`src/dnn_weights.hex`:
```
// one signed 16-bit Q8.8 word per line, in hex
// per neuron: bias, then one weight per input in input order
// hidden layer
0040
0100
0080
0040
0180
ff80
0020
0140
0100
0060
0000
00c0
0010
01a0
0100
0100
0100
0100
0030
0050
// output layer, classes 1 and 3 share the largest bias
0080
0100
ff00
0080
ffc0
0200
ff80
0040
ff00
0100
0100
0040
0100
0080
fe80
0200
ffc0
ff80
0100
0040

```
`src/logic/dnn_pkg.sv`:
```
`default_nettype none

package dnn_pkg;

    // network geometry
    localparam int N_IN = 4;
    localparam int N_HID = 4;
    localparam int N_OUT = 4;
    localparam int FEATS_PER_BEAT = 2;

    // signed Q8.8 values
    localparam int FEAT_W = 16;
    localparam int FRAC_BITS = 8;
    localparam int ACC_W = 32;

    // per layer, each neuron has a bias and then its weights
    localparam int ROM_DEPTH = 40;
    localparam string ROM_FILE = "/design/src/dnn_weights.hex";

    typedef logic signed [FEAT_W-1:0] feat_t;
    typedef logic signed [15:0] weight_t;
    typedef logic signed [ACC_W-1:0] acc_t;
    typedef logic [1:0] class_t;
    typedef logic [5:0] rom_addr_t;
    typedef logic [$clog2(N_IN)-1:0] act_sel_t;

endpackage

`default_nettype wire

```
`src/logic/mac_if.sv`:
```
`default_nettype none

interface mac_if import dnn_pkg::*; ();

    logic acc_clear;
    logic bias_load;
    logic mac_en;
    act_sel_t act_sel;
    logic layer2;
    logic neuron_done;
    class_t neuron_idx;

    // ROM output, aligned with the delayed controls
    weight_t rom_word;

    modport seq (
        output acc_clear, bias_load, mac_en, act_sel, layer2, neuron_done, neuron_idx
    );

    modport mac (
        input acc_clear, bias_load, mac_en, act_sel, layer2, neuron_done, neuron_idx,
        input rom_word
    );

endinterface

`default_nettype wire

```
`src/logic/argmax_unit.sv`:
```
`default_nettype none

module argmax_unit import dnn_pkg::*; (
    input  logic   clk,
    input  logic   rst_n,
    input  logic   score_valid,
    input  acc_t   score,
    input  class_t score_idx,
    output logic   out_valid,
    output class_t out_class
);

    acc_t best_q;
    class_t best_idx_q;
    logic take_new;
    logic last_score;

    // strictly greater only, so ties keep the lower index
    assign take_new = score_valid && ((score_idx == '0) || (score > best_q));
    assign last_score = score_valid && (score_idx == class_t'(N_OUT - 1));

    always_ff @(posedge clk or negedge rst_n) begin
        if (!rst_n) begin
            best_q <= '0;
            best_idx_q <= '0;
            out_valid <= 1'b0;
            out_class <= '0;
        end else begin
            if (take_new) begin
                best_q <= score;
                best_idx_q <= score_idx;
            end
            out_valid <= last_score;
            if (last_score) begin
                out_class <= take_new ? score_idx : best_idx_q;
            end
        end
    end

endmodule

`default_nettype wire

```
`src/logic/dnn_top.sv`:
```
`default_nettype none

module dnn_top import dnn_pkg::*; (
    input  logic                        clk,
    input  logic                        rst_n,
    input  logic                        in_valid,
    input  feat_t [FEATS_PER_BEAT-1:0]  in_data,
    output logic                        in_credit,
    output logic                        out_valid,
    output class_t                      out_class
);

    logic frame_ready;
    logic frame_take;
    feat_t [N_IN-1:0] frame_feats;
    rom_addr_t rom_addr;
    logic score_valid;
    acc_t score;
    class_t score_idx;

    mac_if mac_bus ();

    frame_buffer frame_buffer_i (
        .clk         (clk),
        .rst_n       (rst_n),
        .in_valid    (in_valid),
        .in_data     (in_data),
        .frame_take  (frame_take),
        .in_credit   (in_credit),
        .frame_ready (frame_ready),
        .frame_feats (frame_feats)
    );

    weight_rom weight_rom_i (
        .clk      (clk),
        .rom_addr (rom_addr),
        .rom_word (mac_bus.rom_word)
    );

    layer_sequencer layer_sequencer_i (
        .clk         (clk),
        .rst_n       (rst_n),
        .frame_ready (frame_ready),
        .frame_take  (frame_take),
        .rom_addr    (rom_addr),
        .mac         (mac_bus.seq)
    );

    neuron_mac neuron_mac_i (
        .clk         (clk),
        .rst_n       (rst_n),
        .frame_take  (frame_take),
        .frame_feats (frame_feats),
        .mac         (mac_bus.mac),
        .score_valid (score_valid),
        .score       (score),
        .score_idx   (score_idx)
    );

    argmax_unit argmax_unit_i (
        .clk         (clk),
        .rst_n       (rst_n),
        .score_valid (score_valid),
        .score       (score),
        .score_idx   (score_idx),
        .out_valid   (out_valid),
        .out_class   (out_class)
    );

endmodule

`default_nettype wire

```
`src/logic/frame_buffer.sv`:
```
`default_nettype none

module frame_buffer import dnn_pkg::*; (
    input  logic                        clk,
    input  logic                        rst_n,
    input  logic                        in_valid,
    input  feat_t [FEATS_PER_BEAT-1:0]  in_data,
    input  logic                        frame_take,
    output logic                        in_credit,
    output logic                        frame_ready,
    output feat_t [N_IN-1:0]            frame_feats
);

    localparam int BEATS = N_IN / FEATS_PER_BEAT;
    localparam int BEAT_W = (BEATS > 1) ? $clog2(BEATS) : 1;

    logic [BEAT_W-1:0] beat_q;
    logic boot_q;
    logic last_beat;

    assign last_beat = in_valid && (beat_q == BEAT_W'(BEATS - 1));

    always_ff @(posedge clk or negedge rst_n) begin
        if (!rst_n) begin
            beat_q <= '0;
            boot_q <= 1'b1;
            in_credit <= 1'b0;
            frame_ready <= 1'b0;
        end else begin
            boot_q <= 1'b0;
            // one credit after reset, then one per freed buffer
            in_credit <= boot_q || frame_take;
            if (in_valid) begin
                beat_q <= last_beat ? '0 : beat_q + 1'b1;
            end
            if (frame_take) begin
                frame_ready <= 1'b0;
            end
            if (last_beat) begin
                frame_ready <= 1'b1;
            end
        end
    end

    // newest beat enters at the top, older features move down
    always_ff @(posedge clk) begin
        if (in_valid) begin
            frame_feats <= {in_data, frame_feats[N_IN-1:FEATS_PER_BEAT]};
        end
    end

endmodule

`default_nettype wire

```
`src/logic/layer_sequencer.sv`:
```
`default_nettype none

module layer_sequencer import dnn_pkg::*; (
    input  logic      clk,
    input  logic      rst_n,
    input  logic      frame_ready,
    output logic      frame_take,
    output rom_addr_t rom_addr,
    mac_if.seq        mac
);

    localparam int WORD_W = $clog2(N_IN + 1);

    typedef enum logic [1:0] {
        IDLE,
        HIDDEN,
        OUTPUT
    } state_t;

    state_t state_q;
    class_t neuron_q;
    logic [WORD_W-1:0] word_q;
    rom_addr_t addr_q;

    logic active;
    logic last_word;
    logic last_neuron;
    logic frame_end;

    assign active = (state_q != IDLE);
    assign last_word = (word_q == WORD_W'(N_IN));
    assign last_neuron = (state_q == HIDDEN) ? (neuron_q == class_t'(N_HID - 1))
                                             : (neuron_q == class_t'(N_OUT - 1));
    assign frame_end = (state_q == OUTPUT) && last_word && last_neuron;

    assign frame_take = (state_q == IDLE) && frame_ready;
    assign rom_addr = addr_q;

    // word 0 is the bias, words 1..N_IN the weights
    always_ff @(posedge clk or negedge rst_n) begin
        if (!rst_n) begin
            state_q <= IDLE;
            neuron_q <= '0;
            word_q <= '0;
            addr_q <= '0;
        end else if (state_q == IDLE) begin
            if (frame_ready) begin
                state_q <= HIDDEN;
                neuron_q <= '0;
                word_q <= '0;
                addr_q <= '0;
            end
        end else begin
            // ROM is laid out in walk order
            addr_q <= frame_end ? '0 : addr_q + 1'b1;
            if (!last_word) begin
                word_q <= word_q + 1'b1;
            end else begin
                word_q <= '0;
                if (!last_neuron) begin
                    neuron_q <= neuron_q + 1'b1;
                end else begin
                    neuron_q <= '0;
                    state_q <= (state_q == HIDDEN) ? OUTPUT : IDLE;
                end
            end
        end
    end

    // one cycle behind the address, lined up with rom_word
    always_ff @(posedge clk or negedge rst_n) begin
        if (!rst_n) begin
            mac.acc_clear <= 1'b0;
            mac.bias_load <= 1'b0;
            mac.mac_en <= 1'b0;
            mac.act_sel <= '0;
            mac.layer2 <= 1'b0;
            mac.neuron_done <= 1'b0;
            mac.neuron_idx <= '0;
        end else begin
            mac.acc_clear <= frame_end;
            mac.bias_load <= active && (word_q == '0);
            mac.mac_en <= active && (word_q != '0);
            mac.act_sel <= act_sel_t'(word_q - 1'b1);
            mac.layer2 <= (state_q == OUTPUT);
            mac.neuron_done <= active && last_word;
            mac.neuron_idx <= neuron_q;
        end
    end

endmodule

`default_nettype wire

```
`src/logic/neuron_mac.sv`:
```
`default_nettype none

module neuron_mac import dnn_pkg::*; (
    input  logic             clk,
    input  logic             rst_n,
    input  logic             frame_take,
    input  feat_t [N_IN-1:0] frame_feats,
    mac_if.mac               mac,
    output logic             score_valid,
    output acc_t             score,
    output class_t           score_idx
);

    localparam feat_t FEAT_MAX = {1'b0, {(FEAT_W - 1){1'b1}}};
    localparam acc_t ACC_SAT = acc_t'(FEAT_MAX);

    feat_t act_q [N_IN];
    feat_t hid_q [N_IN];
    acc_t acc_q;
    acc_t product;
    acc_t acc_next;
    feat_t relu_val;
    logic hid_done;
    logic hid_last;

    always_comb begin
        product = acc_t'(act_q[mac.act_sel]) * acc_t'(mac.rom_word);
        acc_next = acc_q + (product >>> FRAC_BITS);
        // ReLU, clipped to the largest Q8.8 value
        if (acc_next[ACC_W-1]) begin
            relu_val = '0;
        end else if (acc_next > ACC_SAT) begin
            relu_val = FEAT_MAX;
        end else begin
            relu_val = feat_t'(acc_next);
        end
    end

    assign hid_done = mac.neuron_done && !mac.layer2;
    assign hid_last = hid_done && (mac.neuron_idx == class_t'(N_HID - 1));

    always_ff @(posedge clk or negedge rst_n) begin
        if (!rst_n) begin
            acc_q <= '0;
            score_valid <= 1'b0;
        end else begin
            if (mac.bias_load) begin
                acc_q <= acc_t'(mac.rom_word);
            end else if (mac.acc_clear) begin
                acc_q <= '0;
            end else if (mac.mac_en) begin
                acc_q <= acc_next;
            end
            score_valid <= mac.neuron_done && mac.layer2;
        end
    end

    // hidden results wait in hid_q until the whole layer is done
    always_ff @(posedge clk) begin
        if (hid_done) begin
            hid_q[mac.neuron_idx] <= relu_val;
        end
        if (frame_take) begin
            for (int i = 0; i < N_IN; i++) begin
                act_q[i] <= frame_feats[i];
            end
        end else if (hid_last) begin
            for (int i = 0; i < N_IN; i++) begin
                act_q[i] <= (class_t'(i) == mac.neuron_idx) ? relu_val : hid_q[i];
            end
        end
        if (mac.neuron_done && mac.layer2) begin
            score <= acc_next;
            score_idx <= mac.neuron_idx;
        end
    end

endmodule

`default_nettype wire

```
`src/logic/weight_rom.sv`:
```
`default_nettype none

module weight_rom import dnn_pkg::*; (
    input  logic      clk,
    input  rom_addr_t rom_addr,
    output weight_t   rom_word
);

    // hidden neurons first, then output neurons
    weight_t mem [ROM_DEPTH];

    initial begin
        $readmemh(ROM_FILE, mem);
    end

    always_ff @(posedge clk) begin
        rom_word <= mem[rom_addr];
    end

endmodule

`default_nettype wire

```
`config.mk`:
```
export PLATFORM = sky130hd
export DESIGN_NAME = dnn_top
export DESIGN_NICKNAME = d
export VERILOG_FILES = /design/src/logic/dnn_pkg.sv /design/src/logic/mac_if.sv /design/src/logic/argmax_unit.sv /design/src/logic/dnn_top.sv /design/src/logic/frame_buffer.sv /design/src/logic/layer_sequencer.sv /design/src/logic/neuron_mac.sv /design/src/logic/weight_rom.sv
export SDC_FILE = /design/constraint.sdc
export NUM_CORES = 1
export LEC_CHECK = 0
export ABC_CLOCK_PERIOD_IN_PS = 6700
export BUFFER_PORTS_ARGS = -buffer_cell sky130_fd_sc_hd__buf_2
export CAP_MARGIN = 20
export CORE_MARGIN = 2
export CORE_UTILIZATION = 34
export DETAILED_ROUTE_END_ITERATION = 8
export PLACE_DENSITY_LB_ADDON = 0.15
export SLEW_MARGIN = 5
export SYNTH_ARGS = -nofsm -noshare
export SYNTH_HDL_FRONTEND = slang
export SYNTH_HIERARCHICAL = 1
export SYNTH_SLANG_ARGS = --single-unit
```
`constraint.sdc`:
```
create_clock -name clk -period 6.7 [get_ports clk]
set_clock_uncertainty 0.05 [all_clocks]
set_input_delay 1.005 -clock clk [delete_from_list [all_inputs] [get_ports clk]]
set_output_delay 1.005 -clock clk [all_outputs]
set_load 0.01 [all_outputs]
```
==> out/results.ini <==
[critical_path]
critical_path_required_ps=7040
cp_max_fo=36
path_class=flip-flop to flip-flop
critPathArrivalTime_ps=3570
r2r_slack_ps=3470
crit_path_end_kind=flip-flop
startpoint_type=flip-flop

[global_route]
grt_pass1_wl_um=94100
grt_use_total=0.171
grt_util_met2=0.292
grt_max_degree=79
use_met3=0.0154
grt_busiest_layer=met2
grt-ovfl-total=0
first_global_vias=15900
grtUsageMet1=0.239
antenna_found_initial=1

[clock_network]
postCtsHoldBufs=0
cts_root_buf=clkbuf_16
post_cts_resized=0
clock_latency_ps=530
cts_tree=done
cts_buffer_depth=3
postCtsSetupBuffers=0
htreeDepth=2
cts-buffers-inserted=34
path_clk_slew_ps=60
clock_sinks=300

[run_status]
status=complete, no violations

[routing]
vias=15300
vias_per_cell=4.82
drc_errors=0
drt_pass1_iterations=5
wl_per_cell_um=18.9
routed_wl_um=59800
drtIter0Drc=803
drt.antenna.violating_nets=0

[synthesis]
ys_warn_count=6
synth_area_per_cell_um2=10.7
synth_area_um2=23700
synthCells=2208

[die]
rows=96
die-area_um2=71900
die_x_um=268
io_pins=39
die_h_um=268
start_util=0.345
coreArea_um2=68800

[cells_and_area]
final_cell_mix=353 x inv_1, 298 x nand2_1, 262 x fa_1
drive_gt1_frac=0.0804
nNetsFinal=2658
utilization=0.377
final_common_cell=inv_1
areaGrowthSynthToFinish_pct=9.19

[place]
hpwl_um=43400
io_buffers=38
globalplace.congestion=0.846

[sta]
fmax_ghz=0.309
period_needed_ps=3230
rsz0062_at_grt=false
drv_slew=0
setup_violations=0
fin_crit_sh=0.483
slew_headroom=0.271
hold_violations=0
setup-tns-final_ps=0
worst_pin_slew_ps=1090

[job]
drv_cap=0

[min_path]
hp-class=primary input to asynchronous set/reset pin

[per-stage QoR]
step                      std cells  setup WS (ps)  instance area (um2)  hold WS [ps]
after global placement         3108           3500                24800           348
final                          3170           3470                25900           302
after CTS                      3168           3440                25900           292
after global routing           3169           3260                25900           305
after detailed placement       3109           3480                24800           356
after floorplan                2225           3760                23800           328
[state kept, by name, indices dropped and copies added (netlist names), 2 cells and up]
signal / cells
argmax_unit_i/best_idx_q: 2
argmax_unit_i/best_q: 32
argmax_unit_i/out_class: 2
frame_buffer_i/frame_feats: 64
layer_sequencer_i/mac.act_sel: 2
layer_sequencer_i/mac.neuron_idx: 2
layer_sequencer_i/neuron_q: 2
layer_sequencer_i/state_q: 2
layer_sequencer_i/word_q: 3
neuron_mac_i/acc_q: 32
neuron_mac_i/act_q: 64
neuron_mac_i/hid_q: 48
neuron_mac_i/score: 32
neuron_mac_i/score_idx: 2
[worst max-delay path, stage by stage (launching register included)]
cell and delay (ps):
edfxtp_1 390, ha_1 330, and4_1 210, or4b_4 480
o311a_1 330, a22oi_2 200, nand3_4 580, mux2_4 520
[layout make-up]
class                           count  area [um2]
Antenna cell                        1        2.50
Clock buffer                       43         916
Clock inverter                     16         176
Fill cell                        6803       42900
Inverter                          353        1330
Multi-Input combinational cell   1473       13500
Sequential cell                   300        8560
Tap cell                          931        1160
Timing Repair Buffer               53         318
[path summary, 6_finish.rpt]
kind                                                  endpoint  depth (start not counted)                          start
min in group clk           layer_sequencer_i/mac.neuron_idx[1]                          0  layer_sequencer_i/neuron_q[1]
max in group asynchronous               neuron_mac_i/acc_q[11]                          2                          rst_n
min reg2reg                layer_sequencer_i/mac.neuron_idx[1]                          0  layer_sequencer_i/neuron_q[1]
max reg2reg                           argmax_unit_i/best_q[12]                          7         neuron_mac_i/score[10]
min                                   frame_buffer_i/in_credit                          1                          rst_n
max                                   argmax_unit_i/best_q[12]                          7         neuron_mac_i/score[10]
[routing by layer]
| layer | share of wire | up-vias |
|---|---|---|
| li1 | - | 7180 |
| met1 | 0.46 | 7743 |
| met2 | 0.49 | 301 |
| met3 | 0.032 | 67 |
| met4 | 0.018 | 0 |
| met5 | 0 | - |
Power is not shown: default switching activity piles up to over one toggle a cycle in this logic, so the estimate is an artifact.
